### config.mk
export PLATFORM = sky130hd
export DESIGN_NAME = uart_top
export DESIGN_NICKNAME = d
export VERILOG_FILES = /design/src/rtl/uart_pkg.sv /design/src/rtl/uart_fifo.sv /design/src/rtl/uart_ser.sv /design/src/rtl/uart_des.sv /design/src/rtl/uart_regs.sv /design/src/rtl/uart_top.sv
export SDC_FILE = /design/constraint.sdc
export NUM_CORES = 1
export LEC_CHECK = 0
export ABC_AREA = 1
export ABC_CLOCK_PERIOD_IN_PS = 7700
export BUFFER_PORTS_ARGS = -buffer_cell sky130_fd_sc_hd__buf_4
export CORE_MARGIN = 2
export CORE_UTILIZATION = 65
export DETAILED_ROUTE_END_ITERATION = 10
export GPL_ROUTABILITY_DRIVEN = 0
export HOLD_SLACK_MARGIN = 0.12
export PLACE_DENSITY = 0.82
export SLEW_MARGIN = 20
export SYNTH_ARGS = -nofsm -noshare
export SYNTH_HDL_FRONTEND = slang
export SYNTH_SLANG_ARGS = --single-unit
### constraint.sdc
create_clock -name tcb -period 7.7 [get_ports tcb]
set_clock_uncertainty 0.2 [all_clocks]
set_input_delay 0.385 -clock tcb [delete_from_list [all_inputs] [get_ports tcb]]
set_output_delay 0.385 -clock tcb [all_outputs]
set_load 0.03 [all_outputs]
### src/rtl/uart_pkg.sv
// UART peripheral shared definitions
// Widths, data types, register map, reset values, FSM state encodings

package uart_pkg;

  //////////////////////////////
  // Widths and sizes
  //////////////////////////////

  localparam int DATA_W     = 8;   // Character width
  localparam int FIFO_DEPTH = 16;  // Entries per FIFO
  localparam int PTR_W      = 4;   // FIFO pointer width
  localparam int CNT_W      = 5;   // Load 0..16
  localparam int BIT_W      = 3;   // Index of a data bit in a frame
  localparam int BDR_W      = 16;  // Bit period and sample phase
  localparam int ADR_W      = 6;   // Register offset
  localparam int WORD_W     = 32;  // Bus data

  typedef logic [DATA_W-1:0] data_t;
  typedef logic [CNT_W-1:0]  cnt_t;
  typedef logic [BDR_W-1:0]  bdr_t;
  typedef logic [ADR_W-1:0]  adr_t;
  typedef logic [WORD_W-1:0] word_t;

  //////////////////////////////
  // Register map
  //////////////////////////////

  localparam adr_t ADR_TX_DAT = 6'h00;  // Write only, push
  localparam adr_t ADR_TX_CNT = 6'h04;  // Read only
  localparam adr_t ADR_TX_BDR = 6'h08;
  localparam adr_t ADR_TX_IRQ = 6'h10;
  localparam adr_t ADR_RX_DAT = 6'h20;  // Read pops
  localparam adr_t ADR_RX_CNT = 6'h24;
  localparam adr_t ADR_RX_BDR = 6'h28;
  localparam adr_t ADR_RX_SMP = 6'h2C;
  localparam adr_t ADR_RX_IRQ = 6'h30;

  localparam bdr_t BDR_RST = 16'd15;  // Sixteen cycles per bit
  localparam bdr_t SMP_RST = 16'd7;   // Mid-bit sample

  // FSM encodings
  typedef enum logic [1:0] {SER_IDLE, SER_START, SER_DATA, SER_STOP} ser_state_t;
  typedef enum logic [1:0] {DES_IDLE, DES_START, DES_DATA, DES_STOP} des_state_t;

endpackage : uart_pkg

### src/rtl/uart_fifo.sv
// Synchronous character FIFO
// Valid/ready stream on both sides, occupancy count output

`timescale 1ns/1ps

module uart_fifo import uart_pkg::*; (
  input  logic  tcb,
  input  logic  rst_n,
  // Input stream
  input  logic  sti_vld,
  input  data_t sti_dat,
  output logic  sti_rdy,
  // Output stream
  output logic  sto_vld,
  output data_t sto_dat,
  input  logic  sto_rdy,
  // Occupancy
  output cnt_t  cnt
);

  data_t            mem [FIFO_DEPTH];  // Storage
  logic [PTR_W-1:0] wr_ptr;
  logic [PTR_W-1:0] rd_ptr;
  logic             push;
  logic             pop;

  assign push = sti_vld & sti_rdy;
  assign pop  = sto_vld & sto_rdy;

  // Full blocks input, empty blocks output
  assign sti_rdy = (cnt != CNT_W'(FIFO_DEPTH));
  assign sto_vld = (cnt != '0);
  assign sto_dat = mem[rd_ptr];  // Head entry

  //////////////////////////////
  // Pointers and load
  //////////////////////////////

  always_ff @(posedge tcb or negedge rst_n) begin
    if (!rst_n) begin
      wr_ptr <= '0;
      rd_ptr <= '0;
      cnt    <= '0;
    end else begin
      if (push) wr_ptr <= wr_ptr + 1'b1;  // Wraps at 16
      if (pop)  rd_ptr <= rd_ptr + 1'b1;
      // Simultaneous push and pop keeps the load
      case ({push, pop})
        2'b10:   cnt <= cnt + 1'b1;
        2'b01:   cnt <= cnt - 1'b1;
        default: cnt <= cnt;
      endcase
    end
  end

  // Storage write, no reset
  always_ff @(posedge tcb) begin
    if (push) mem[wr_ptr] <= sti_dat;
  end

endmodule : uart_fifo

### src/rtl/uart_ser.sv
// UART transmit serializer
// Start bit, eight data bits LSB first, one stop bit

`timescale 1ns/1ps

module uart_ser import uart_pkg::*; (
  input  logic  tcb,
  input  logic  rst_n,
  // Configuration
  input  bdr_t  cfg_bdr,  // Bit period minus one
  // Character stream
  input  logic  str_vld,
  input  data_t str_dat,
  output logic  str_rdy,
  // Serial line
  output logic  txd
);

  ser_state_t       state;
  bdr_t             bdr_cnt;  // Cycles left in current bit
  logic [BIT_W-1:0] bit_idx;  // Data bit index
  data_t            sft;      // Shift register
  logic             bit_end;

  assign str_rdy = (state == SER_IDLE);  // Accept only between frames
  assign bit_end = (bdr_cnt == '0);

  //////////////////////////////
  // Frame FSM
  //////////////////////////////

  always_ff @(posedge tcb or negedge rst_n) begin
    if (!rst_n) begin
      state   <= SER_IDLE;
      bdr_cnt <= '0;
      bit_idx <= '0;
      txd     <= 1'b1;  // Line idles high
    end else begin
      if (!bit_end) bdr_cnt <= bdr_cnt - 1'b1;
      case (state)
        SER_IDLE: begin
          txd <= 1'b1;
          if (str_vld) begin
            state   <= SER_START;
            txd     <= 1'b0;  // Start bit
            bdr_cnt <= cfg_bdr;
          end
        end
        SER_START: begin
          if (bit_end) begin
            state   <= SER_DATA;
            txd     <= sft[0];  // First data bit, LSB
            bdr_cnt <= cfg_bdr;
            bit_idx <= '0;
          end
        end
        SER_DATA: begin
          if (bit_end) begin
            bdr_cnt <= cfg_bdr;
            if (bit_idx == BIT_W'(DATA_W - 1)) begin
              state <= SER_STOP;
              txd   <= 1'b1;  // Stop bit
            end else begin
              txd     <= sft[1];
              bit_idx <= bit_idx + 1'b1;
            end
          end
        end
        SER_STOP: begin
          if (bit_end) state <= SER_IDLE;  // Next item one cycle later
        end
        default: state <= SER_IDLE;
      endcase
    end
  end

  // Payload shift, loaded on accept
  always_ff @(posedge tcb) begin
    if (str_vld && str_rdy) begin
      sft <= str_dat;
    end else if (bit_end && state == SER_DATA) begin
      sft <= sft >> 1;
    end
  end

endmodule : uart_ser

### src/rtl/uart_des.sv
// UART receive deserializer
// Start edge detection, programmable sample phase, stop bit check

`timescale 1ns/1ps

module uart_des import uart_pkg::*; (
  input  logic  tcb,
  input  logic  rst_n,
  // Configuration
  input  bdr_t  cfg_bdr,  // Bit period minus one
  input  bdr_t  cfg_smp,  // Sample phase from start edge
  // Serial line
  input  logic  rxd,
  // Character stream, no ready
  output logic  str_vld,
  output data_t str_dat
);

  logic [2:0]       rxd_sync;  // Two sync flops plus edge history
  logic             rxd_s;     // Synchronized line
  logic             rxd_fall;
  des_state_t       state;
  bdr_t             bdr_cnt;   // Cycles to next sample
  logic [BIT_W-1:0] bit_idx;
  data_t            sft;
  logic             smp_now;

  assign rxd_s    = rxd_sync[1];
  assign rxd_fall = rxd_sync[2] & ~rxd_sync[1];
  assign smp_now  = (bdr_cnt == '0);
  assign str_dat  = sft;

  //////////////////////////////
  // Line synchronizer
  //////////////////////////////

  always_ff @(posedge tcb or negedge rst_n) begin
    if (!rst_n) rxd_sync <= '1;  // Idle high
    else        rxd_sync <= {rxd_sync[1:0], rxd};
  end

  //////////////////////////////
  // Sample FSM
  //////////////////////////////

  always_ff @(posedge tcb or negedge rst_n) begin
    if (!rst_n) begin
      state   <= DES_IDLE;
      bdr_cnt <= '0;
      bit_idx <= '0;
      str_vld <= 1'b0;
    end else begin
      str_vld <= 1'b0;  // Single-cycle push
      if (!smp_now) bdr_cnt <= bdr_cnt - 1'b1;
      case (state)
        DES_IDLE: begin
          if (rxd_fall) begin
            state   <= DES_START;
            bdr_cnt <= cfg_smp;
          end
        end
        DES_START: begin
          if (smp_now) begin
            // Glitch filter, low start sample required
            if (!rxd_s) begin
              state   <= DES_DATA;
              bdr_cnt <= cfg_bdr;
              bit_idx <= '0;
            end else begin
              state <= DES_IDLE;
            end
          end
        end
        DES_DATA: begin
          if (smp_now) begin
            bdr_cnt <= cfg_bdr;
            if (bit_idx == BIT_W'(DATA_W - 1)) state <= DES_STOP;
            else                               bit_idx <= bit_idx + 1'b1;
          end
        end
        DES_STOP: begin
          if (smp_now) begin
            state   <= DES_IDLE;
            str_vld <= rxd_s;  // Bad stop bit drops the character
          end
        end
        default: state <= DES_IDLE;
      endcase
    end
  end

  // Data bits enter at MSB, LSB arrives first
  always_ff @(posedge tcb) begin
    if (state == DES_DATA && smp_now) sft <= {rxd_s, sft[DATA_W-1:1]};
  end

endmodule : uart_des

### src/rtl/uart_regs.sv
// UART register block
// Bus decode, configuration registers, FIFO push/pop steering, interrupts

`timescale 1ns/1ps

module uart_regs import uart_pkg::*; (
  input  logic  tcb,
  input  logic  rst_n,
  // Register bus, always ready
  input  logic  bus_vld,
  input  logic  bus_wen,
  input  adr_t  bus_adr,
  input  word_t bus_wdt,
  output word_t bus_rdt,
  // TX FIFO side
  output logic  tx_vld,
  output data_t tx_dat,
  input  logic  tx_rdy,
  input  cnt_t  tx_cnt,
  output bdr_t  tx_bdr,
  // RX FIFO side
  input  logic  rx_vld,
  input  data_t rx_dat,
  output logic  rx_rdy,
  input  cnt_t  rx_cnt,
  output bdr_t  rx_bdr,
  output bdr_t  rx_smp,
  // Interrupts
  output logic  irq_tx,
  output logic  irq_rx
);

  cnt_t tx_irq;  // TX threshold
  cnt_t rx_irq;  // RX threshold
  logic bus_wr;
  logic bus_rd;

  assign bus_wr = bus_vld &  bus_wen;
  assign bus_rd = bus_vld & ~bus_wen;

  //////////////////////////////
  // Read decode
  //////////////////////////////

  always_comb begin
    case (bus_adr)
      ADR_TX_CNT: bus_rdt = WORD_W'(tx_cnt);
      ADR_TX_BDR: bus_rdt = WORD_W'(tx_bdr);
      ADR_TX_IRQ: bus_rdt = WORD_W'(tx_irq);
      // Empty RX FIFO reads zero
      ADR_RX_DAT: bus_rdt = rx_vld ? WORD_W'(rx_dat) : '0;
      ADR_RX_CNT: bus_rdt = WORD_W'(rx_cnt);
      ADR_RX_BDR: bus_rdt = WORD_W'(rx_bdr);
      ADR_RX_SMP: bus_rdt = WORD_W'(rx_smp);
      ADR_RX_IRQ: bus_rdt = WORD_W'(rx_irq);
      default:    bus_rdt = '0;  // TX data and holes
    endcase
  end

  // Pop only on a data read, FIFO ignores it when empty
  assign rx_rdy = bus_rd & (bus_adr == ADR_RX_DAT);

  //////////////////////////////
  // Write decode
  //////////////////////////////

  always_ff @(posedge tcb or negedge rst_n) begin
    if (!rst_n) begin
      tx_bdr <= BDR_RST;
      tx_irq <= '0;
      rx_bdr <= BDR_RST;
      rx_smp <= SMP_RST;
      rx_irq <= '0;
    end else if (bus_wr) begin
      case (bus_adr)
        ADR_TX_BDR: tx_bdr <= bus_wdt[BDR_W-1:0];
        ADR_TX_IRQ: tx_irq <= bus_wdt[CNT_W-1:0];
        ADR_RX_BDR: rx_bdr <= bus_wdt[BDR_W-1:0];
        ADR_RX_SMP: rx_smp <= bus_wdt[BDR_W-1:0];
        ADR_RX_IRQ: rx_irq <= bus_wdt[CNT_W-1:0];
        default: ;  // Read-only or unmapped
      endcase
    end
  end

  // TX data write pushes straight into the FIFO
  assign tx_vld = bus_wr & (bus_adr == ADR_TX_DAT) & tx_rdy;  // Full FIFO drops it
  assign tx_dat = bus_wdt[DATA_W-1:0];

  //////////////////////////////
  // Interrupts
  //////////////////////////////

  assign irq_tx = (tx_cnt < tx_irq);  // TX running low
  assign irq_rx = (rx_cnt > rx_irq);  // RX filling up

endmodule : uart_regs

### src/rtl/uart_top.sv
// UART peripheral top level
// Register block, TX and RX FIFOs, serializer, deserializer

`timescale 1ns/1ps

module uart_top import uart_pkg::*; (
  input  logic  tcb,
  input  logic  rst_n,
  // Register bus
  input  logic  bus_vld,
  input  logic  bus_wen,
  input  adr_t  bus_adr,
  input  word_t bus_wdt,
  output word_t bus_rdt,
  // Serial lines
  input  logic  rxd,
  output logic  txd,
  // Interrupts
  output logic  irq_tx,
  output logic  irq_rx
);

  // Bus to TX FIFO
  logic  tx_bus_vld;
  data_t tx_bus_dat;
  logic  tx_bus_rdy;
  // TX FIFO to serializer
  logic  tx_str_vld;
  data_t tx_str_dat;
  logic  tx_str_rdy;
  // Deserializer to RX FIFO
  logic  rx_str_vld;
  data_t rx_str_dat;
  // RX FIFO to bus
  logic  rx_bus_vld;
  data_t rx_bus_dat;
  logic  rx_bus_rdy;
  // Status and configuration
  cnt_t  tx_cnt;
  cnt_t  rx_cnt;
  bdr_t  tx_bdr;
  bdr_t  rx_bdr;
  bdr_t  rx_smp;

  //////////////////////////////
  // Control
  //////////////////////////////

  uart_regs regs_i (
    .tcb     (tcb),
    .rst_n   (rst_n),
    .bus_vld (bus_vld),
    .bus_wen (bus_wen),
    .bus_adr (bus_adr),
    .bus_wdt (bus_wdt),
    .bus_rdt (bus_rdt),
    .tx_vld  (tx_bus_vld),
    .tx_dat  (tx_bus_dat),
    .tx_rdy  (tx_bus_rdy),
    .tx_cnt  (tx_cnt),
    .tx_bdr  (tx_bdr),
    .rx_vld  (rx_bus_vld),
    .rx_dat  (rx_bus_dat),
    .rx_rdy  (rx_bus_rdy),
    .rx_cnt  (rx_cnt),
    .rx_bdr  (rx_bdr),
    .rx_smp  (rx_smp),
    .irq_tx  (irq_tx),
    .irq_rx  (irq_rx)
  );

  //////////////////////////////
  // TX path
  //////////////////////////////

  uart_fifo tx_fifo_i (
    .tcb     (tcb),
    .rst_n   (rst_n),
    .sti_vld (tx_bus_vld),
    .sti_dat (tx_bus_dat),
    .sti_rdy (tx_bus_rdy),
    .sto_vld (tx_str_vld),
    .sto_dat (tx_str_dat),
    .sto_rdy (tx_str_rdy),
    .cnt     (tx_cnt)
  );

  uart_ser ser_i (
    .tcb     (tcb),
    .rst_n   (rst_n),
    .cfg_bdr (tx_bdr),
    .str_vld (tx_str_vld),
    .str_dat (tx_str_dat),
    .str_rdy (tx_str_rdy),
    .txd     (txd)
  );

  //////////////////////////////
  // RX path
  //////////////////////////////

  uart_des des_i (
    .tcb     (tcb),
    .rst_n   (rst_n),
    .cfg_bdr (rx_bdr),
    .cfg_smp (rx_smp),
    .rxd     (rxd),
    .str_vld (rx_str_vld),
    .str_dat (rx_str_dat)
  );

  uart_fifo rx_fifo_i (
    .tcb     (tcb),
    .rst_n   (rst_n),
    .sti_vld (rx_str_vld),
    .sti_dat (rx_str_dat),
    .sti_rdy (),  // Deserializer never stalls, full FIFO drops
    .sto_vld (rx_bus_vld),
    .sto_dat (rx_bus_dat),
    .sto_rdy (rx_bus_rdy),
    .cnt     (rx_cnt)
  );

endmodule : uart_top

==> out/results.ini, run 1 <==
[timing]
tightestPinTransition_ns = 1.05
slew_headroom_pct = 30.2
final_max_slew_viol_count = 0
fmax_ghz = 0.257
fin_crit_ns = 3.89
setup_viol_count_final = 0
fin_tns_setup_ns = 0
grt_setup_unrepaired = false
timing.final.crit_share_pct = 50.6
hold_violations = 0

[worst_setup_path]
reg2reg_depth = 13
startpoint = rx_fifo_i.rd_ptr[0]$_DFFE_PN0P_
crit_path_start_kind = flip-flop
crit_chain = buf_4 -> inv_2 -> o21ai_0 -> o221ai_1 -> nand3_1 -> nand2_1 -> nand2_1 -> nand2_1 -> buf_4
crit_path_max_incr_delay_ns = 0.83
endpoint_kind = output port
ff2ff_setup_slack_ns = 4.11
crit_type = reg -> out
timing.rr.start = tx_fifo_i.cnt[1]$_DFFE_PN0P_
crit_required_ns = 7.11
crit_arrival_ns = 3.31
cpMostUsedCell = nand2_1
r2r_end = tx_fifo_i.cnt[4]$_DFFE_PN0P_
crit_end = bus_rdt[4]
crit_slowest_cell = inv_2
crit_fanout = 70

[layout]
syn2layout_area_growth_pct = 10.8
antennaDiodeCount = 0
finalInstanceArea_mm2 = 0.0204
fill_cells = 1829
nNetsFinal = 1943
fin_util_pct = 73.3
final-seq-area_mm2 = 0.0115
drive_gt1_share_pct = 8.70
multi_input_area_mm2 = 0.00597

[synth]
synth-seq-area-share_pct = 62.2
syn_inst = 1810
postSynthAreaPerCell_um2 = 10.2
synth_top_area_share_pct = 44.3
synthMostInstantiatedCell = nand2_1
synth_top_cell_by_area = edfxtp_1
async_flop_share_pct = 32.5
synth_enable_flop_cells = 272
synthTopCellsByArea = edfxtp_1 (44%), dfrtp_1 (16%), o21ai_0 (6.6%), nand2_1 (6.4%), nor2_1 (5.2%)
synth_cell_type_count = 45
ys_ff_latch = 403
yosysWarnings = 0
yosys-top-cells-count = nand2_1 (312), edfxtp_1 (272), nor2_1 (256)
netlist_area_mm2 = 0.0184
synthFlopType = edfxtp_1

[clocking]
cts_htree_levels = 2
post_cts_buffers = 0
cts_root_buf = clkbuf_16
cts_made_buffers = 40
clk_pin_slew_ns = 0.06
clk_path_buf_depth = 3
cts_tree = done
cts-resized-gates = 0
clkSinkCount = 403
clk-insertion-delay-late_ns = 0.52

[global_route]
gr-total-overflow = 0
grt_max_degree = 71
grt_pass1_wl_um = 67200
first_global_vias = 12600
grt_usage_pct = 29.5
antenna_found_initial = 0

[route]
wire_per_inst_um = 19.1
wl_um = 43300
vias = 13700
final_antenna_net_count = 0
drc = 0
drt_iter0_drc = 1549
dr.pass1.iters = 5
viasPerCell = 6.04

[die]
die_h_um = 172
start_util_pct = 66.1
die_w_um = 172
core_mm2 = 0.0279
io_pins = 78
die_area_mm2 = 0.0297
rows = 61

[power]
power_per_cell_area_mw_per_mm2 = 322
power.leakage_nw = 8.05
max-vdd-ir-drop_v = 0.000307

[place]
hpwl_um = 27100
portBuffers = 45
placed_cell_area_mm2 = 0.0190

[min_path]
hold_path.class = reg -> reg

[run_status]
status = completed

[job]
maxCapViolCount = 0

-- report_power, final --
| part | total (mW) | leakage (nW) | switching, mW | internal (mW) |
|---|---|---|---|---|
| Clock | 1.87 | 0.622 | 0.789 | 1.08 |
| Sequential | 2.67 | 4.11 | 0.159 | 2.51 |
| Combinational | 2.04 | 3.31 | 1.39 | 0.649 |
-- final cells by class --
class / instances / share of cell area, %
inverters: 168 / 3.09
clock buffers: 53 / 5.44
flip-flops and latches: 403 / 56.2
well taps: 378 / 2.32
clock inverters: 18 / 0.735
repair buffers: 74 / 2.98
multi-input cells: 1169 / 29.3
-- state kept, by name (all words and copies together) (netlist names), 5 cells and up, named ones only --
name / count
rx_fifo_i.mem: 128
tx_fifo_i.mem: 128
des_i.bdr_cnt: 16
regs_i.rx_bdr: 16
regs_i.rx_smp: 16
regs_i.tx_bdr: 16
ser_i.bdr_cnt: 16
des_i.str_dat: 8
ser_i.sft: 8
regs_i.rx_irq: 5
regs_i.tx_irq: 5
rx_fifo_i.cnt: 5
tx_fifo_i.cnt: 5
-- cell usage in the layout (no fill, tap or decap), types with 15 or more instances in the layout --
| cell type | instances |
|---|---|
| dlygate4sd3_1 | 20 |
| dfrtp_1 | 114 |
| nand3_1 | 57 |
| inv_1 | 158 |
| nand4_1 | 15 |
| ha_1 | 42 |
| dfstp_2 | 15 |
| o22ai_1 | 27 |
| clkbuf_16 | 41 |
| buf_4 | 53 |
| a21oi_1 | 29 |
| xor2_1 | 22 |
| o221ai_1 | 32 |
| nand2_1 | 312 |
| nor2_1 | 256 |
| conb_1 | 16 |
| o21ai_0 | 243 |
| edfxtp_1 | 272 |
| o211ai_1 | 43 |
-- routing by layer --
| layer | part of all wire, % | vias to the layer above | routed length (µm) | global-route usage, % |
|---|---|---|---|---|
| met5 | 0 | - | 0 | 0 |
| met2 | 47 | 716 | 20400 | 47.1 |
| li1 | - | 6291 | - | - |
| met1 | 41 | 6546 | 17700 | 41.0 |
| met3 | 8.5 | 120 | 3670 | 5.15 |
| met4 | 3.6 | 0 | 1570 | 11.0 |
-- what timing repair did --
action                     4_1_cts  5_1_grt
hold endpoints to repair       219        0
hold buffers                    20        0
setup endpoints to repair        0        0
-- worst min path at each step --
stage                                     start                           to  slack [ns]  cells after the start
global placement    des_i.rxd_sync[0]$_DFF_PN1_  des_i.rxd_sync[1]$_DFF_PN1_        0.15                      0
CTS                 des_i.rxd_sync[0]$_DFF_PN1_  des_i.rxd_sync[1]$_DFF_PN1_        0.16                      0
global route        des_i.rxd_sync[0]$_DFF_PN1_  des_i.rxd_sync[1]$_DFF_PN1_        0.16                      0
floorplan                                 rst_n                    async pin       -0.11                      0
detailed placement  des_i.rxd_sync[0]$_DFF_PN1_  des_i.rxd_sync[1]$_DFF_PN1_        0.15                      0
finish              des_i.rxd_sync[0]$_DFF_PN1_  des_i.rxd_sync[1]$_DFF_PN1_        0.16                      0
-- metrics by stage --
stage | setup WS (ns) | hold WS (ns) | power [mW] | std cells
final | 3.81 | 0.159 | 6.58 | 2263
after global routing | 3.63 | 0.165 | 6.93 | 2263
after CTS | 3.83 | 0.158 | 6.55 | 2263
after detailed placement | 4.24 | 0.149 | 4.67 | 2172
after global placement | 4.33 | 0.145 | 4.58 | 2172
after floorplan | 4.74 | -0.111 | 4.15 | 1825
-- logic make-up after synthesis --
family | Yosys count | share of synthesized area (%)
adder cells (fa/ha/maj) | 44 | 3.07
flip-flops | 403 | 62.2
multiplexers | 1 | 0.0611
AO/OA/AOI/OAI | 398 | 12.5
other | 1 | 0.0204
XOR/XNOR | 26 | 1.24
AND/OR/NAND/NOR | 684 | 15.2
buffers and inverters | 253 | 5.66
-- worst max-delay path, delay by kind of cell, from the launching register on --
| family | cells | cell delay [ns] |
|---|---|---|
| DFF | 1 | 0.38 |
| buffers and inverters | 3 | 1.31 |
| AOI/OAI and AO/OA | 2 | 0.52 |
| and+or+nand+nor | 4 | 0.51 |
Power figures use the tool's default switching activity.
==> run 2, diff against run 1 <==
--- a/config.mk
+++ b/config.mk
@@ -5,15 +5,15 @@
 export SDC_FILE = /design/constraint.sdc
 export NUM_CORES = 1
 export LEC_CHECK = 0
-export ABC_AREA = 1
-export ABC_CLOCK_PERIOD_IN_PS = 7700
+export ABC_AREA = 0
+export ABC_CLOCK_PERIOD_IN_PS = 3600
 export BUFFER_PORTS_ARGS = -buffer_cell sky130_fd_sc_hd__buf_4
 export CORE_MARGIN = 2
-export CORE_UTILIZATION = 65
+export CORE_UTILIZATION = 62
 export DETAILED_ROUTE_END_ITERATION = 10
 export GPL_ROUTABILITY_DRIVEN = 0
 export HOLD_SLACK_MARGIN = 0.12
-export PLACE_DENSITY = 0.82
+export PLACE_DENSITY = 0.79
 export SLEW_MARGIN = 20
 export SYNTH_ARGS = -nofsm -noshare
 export SYNTH_HDL_FRONTEND = slang
==> constraint.sdc (replaced) <==
create_clock -name tcb -period 3.6 [get_ports tcb]
set_clock_uncertainty 0.2 [all_clocks]
set_input_delay 0.18 -clock tcb [delete_from_list [all_inputs] [get_ports tcb]]
set_output_delay 0.18 -clock tcb [all_outputs]
set_load 0.03 [all_outputs]
==> run 2 against run 1 <==
Die area grew 2.2%. Sequential share of layout area grew 0.090 points. Power grew 110%. Combinational power grew 72%.
==> out/results.ini, run 2 <==
[run_status]
status = completed

[place]
portBuffers = 45  ; unchanged
hpwl_um = 24900  ; -8.5%
placed_cell_area_mm2 = 0.0188  ; -0.98%

[timing]
fin_crit_ns = 3.42
hold_violations = 0  ; unchanged
setup_viol_count_final = 0  ; unchanged
grt_setup_unrepaired = false
fin_tns_setup_ns = 0  ; unchanged
fmax_ghz = 0.293
slew_headroom_pct = 37.7  ; +7.5 points
final_max_slew_viol_count = 0  ; unchanged
timing.final.crit_share_pct = 94.9
tightestPinTransition_ns = 0.930  ; -0.116 ns

[route]
vias = 10700  ; -21%
wire_per_inst_um = 22.7  ; +18%
final_antenna_net_count = 0  ; unchanged
dr.pass1.iters = 5  ; unchanged
viasPerCell = 6.29  ; +4.1%
drc = 0  ; unchanged
wl_um = 38700  ; -11%
drt_iter0_drc = 1118  ; -28%

[min_path]
hold_path.class = reg -> reg
hold_path_end = des_i.rxd_sync[1]$_DFF_PN1_
min_path_cells = 0  ; unchanged
worstHoldStart = des_i.rxd_sync[0]$_DFF_PN1_

[die]
io_pins = 78  ; unchanged
core_mm2 = 0.0286  ; +2.8%
rows = 62  ; +1.6%
die_h_um = 174  ; +1.1%
die_area_mm2 = 0.0304  ; +2.2%
start_util_pct = 62.8  ; -3.3 points
die_w_um = 174  ; +1.1%

[clocking]
clk-insertion-delay-late_ns = 0.54  ; +0.02 ns
clk_pin_slew_ns = 0.06  ; about the same
cts_made_buffers = 41  ; +2.5%
cts_root_buf = clkbuf_16
cts_htree_levels = 2  ; unchanged
clkSinkCount = 403  ; unchanged
cts_hold_buffers = 25  ; +25%
cts-resized-gates = 0  ; unchanged
cts_tree = done
clk_path_buf_depth = 3  ; unchanged
post_cts_buffers = 0  ; unchanged

[worst_setup_path]
crit_type = in -> out
ff2ff_setup_slack_ns = 0.30  ; -3.81 ns
r2r_end = tx_fifo_i.cnt[4]$_DFFE_PN0P_
crit_path_start_kind = input port
reg2reg_depth = 10  ; -3
timing.rr.start = tx_fifo_i.cnt[0]$_DFFE_PN0P_
crit_fanout = 17  ; -76%
endpoint_kind = output port
crit_required_ns = 3.22  ; -3.89 ns
crit_arrival_ns = 3.04  ; -0.27 ns

[synth]
synthAdderAreaFrac_pct = 3.15  ; +0.076 points
yosysWarnings = 0  ; unchanged
yosys.area_share.simple_pct = 7.33  ; -7.9 points
yosys-top-cells-count = edfxtp_1 (272), dfrtp_1 (116), mux2_2 (78), nand2_1 (78), mux4_2 (65)
syn_inst = 1201  ; -34%
synth_enable_flop_cells = 272  ; unchanged
synth-compound-area-share_pct = 6.63  ; -5.9 points
synth_top_cell_by_area = edfxtp_1
synthTopCellsByArea = edfxtp_1 (45%), dfrtp_1 (16%), mux4_2 (8.1%), mux2_2 (4.9%), ha_1 (2.9%)
ys_ff_latch = 403  ; unchanged
async_flop_share_pct = 32.5  ; unchanged
synth_xor_area_share_pct = 1.95  ; +0.71 points
synthMostInstantiatedCell = edfxtp_1
synth_top_area_share_pct = 45.4  ; +1.1 points
synth_cell_type_count = 71  ; +58%
synthFlopType = edfxtp_1
netlist_area_mm2 = 0.0180  ; -2.4%
postSynthAreaPerCell_um2 = 15.0  ; +47%
synth_top_family_by_area = multiplexers
synthMuxAreaShare_pct = 14.0  ; +14 points
synth-seq-area-share_pct = 63.8  ; +1.5 points

[global_route]
grt_max_degree = 82  ; +15%
first_global_vias = 10800  ; -14%
antenna_found_initial = 0  ; unchanged
grt_pass1_wl_um = 61500  ; -8.5%
grt_usage_pct = 26.2  ; -3.3 points
gr-total-overflow = 0  ; unchanged

[layout]
fin_util_pct = 71.2  ; -2.1 points
final_cell_mix = edfxtp_1 (272), dfrtp_1 (114), buf_4 (79)
mostFrequentLayoutCell = edfxtp_1
nNetsFinal = 1377  ; -29%
drive_gt1_share_pct = 24.1  ; +15 points
antennaDiodeCount = 0  ; unchanged
syn2layout_area_growth_pct = 13.4
finalInstanceArea_mm2 = 0.0204  ; -0.16%
top_regs = rx_fifo_i.mem x128, tx_fifo_i.mem x128

[job]
maxCapViolCount = 0  ; unchanged

[power]
max-vdd-ir-drop_v = 0.000448  ; +46%
power.leakage_nw = 7.61  ; -5.4%
power_per_cell_area_mw_per_mm2 = 669  ; +110%
power.total_mw = 13.6  ; +110%

## run 2: logic make-up (layout without fill, tap and decap cells)
logic type / count (synthesis) / in the layout
flip-flops: 403 / 403
other: 1 / 16
multiplexers: 161 / 161
AO/OA/AOI/OAI: 167 / 167
XOR/XNOR: 40 / 40
adder cells (fa/ha/maj): 44 / 44
AND/OR/NAND/NOR: 260 / 260
buffers and inverters: 125 / 232
## run 2: worst max-delay path: stages
cell and delay, ns:
dlygate4sd3_1 0.57, buf_4 0.16, nor2b_1 0.15, buf_4 0.16
and4_1 0.45, a222oi_1 0.76, o211ai_1 0.32, buf_4 0.26
## run 2: layout make-up
class,instances,area [µm²]
Sequential cell,403,11500
Fill cell,1780,8240
Multi-Input combinational cell,688,6020
Clock buffer,60,1210
Timing Repair Buffer,106,875
Tap cell,384,480
Inverter,50,188
Clock inverter,16,146
## run 2: power by group
part	total (mW)	internal [mW]	switching, mW	leakage, nW
clock	4.24	2.49	1.75	0.659
sequential	5.90	5.37	0.537	4.13
combinational	3.51	1.61	1.89	2.82
## run 2: worst max path at each step
stage,to,startpoint,slack (ns)
final,bus_rdt[7],bus_adr[5],0.18
after global routing,tx_fifo_i.cnt[4]$_DFFE_PN0P_,tx_fifo_i.cnt[0]$_DFFE_PN0P_,0.10
after floorplan,tx_fifo_i.cnt[4]$_DFFE_PN0P_,tx_fifo_i.cnt[0]$_DFFE_PN0P_,0.32
after detailed placement,tx_fifo_i.cnt[4]$_DFFE_PN0P_,tx_fifo_i.cnt[0]$_DFFE_PN0P_,0.32
after global placement,tx_fifo_i.cnt[4]$_DFFE_PN0P_,tx_fifo_i.cnt[0]$_DFFE_PN0P_,0.40
after CTS,bus_rdt[3],rx_fifo_i.rd_ptr[0]$_DFFE_PN0P_,0.26
## run 2: layer usage
layer  GRT usage, %  vias to the layer above  wire length [µm]
li1               -                     4763                 -
met1           37.3                     5491             16000
met2           44.0                      420             19500
met3           3.57                       61              2530
met4           5.60                        0               694
met5              0                        -                 0
## run 2: metrics by stage
stage,hold slack (ns),worst slack [ns],instances
after floorplan,-0.316,0.321,1216
after global placement,0.0797,0.400,1606
after detailed placement,0.0785,0.319,1606
after CTS,0.151,0.261,1707
after global routing,0.161,0.102,1707
final,0.154,0.184,1707
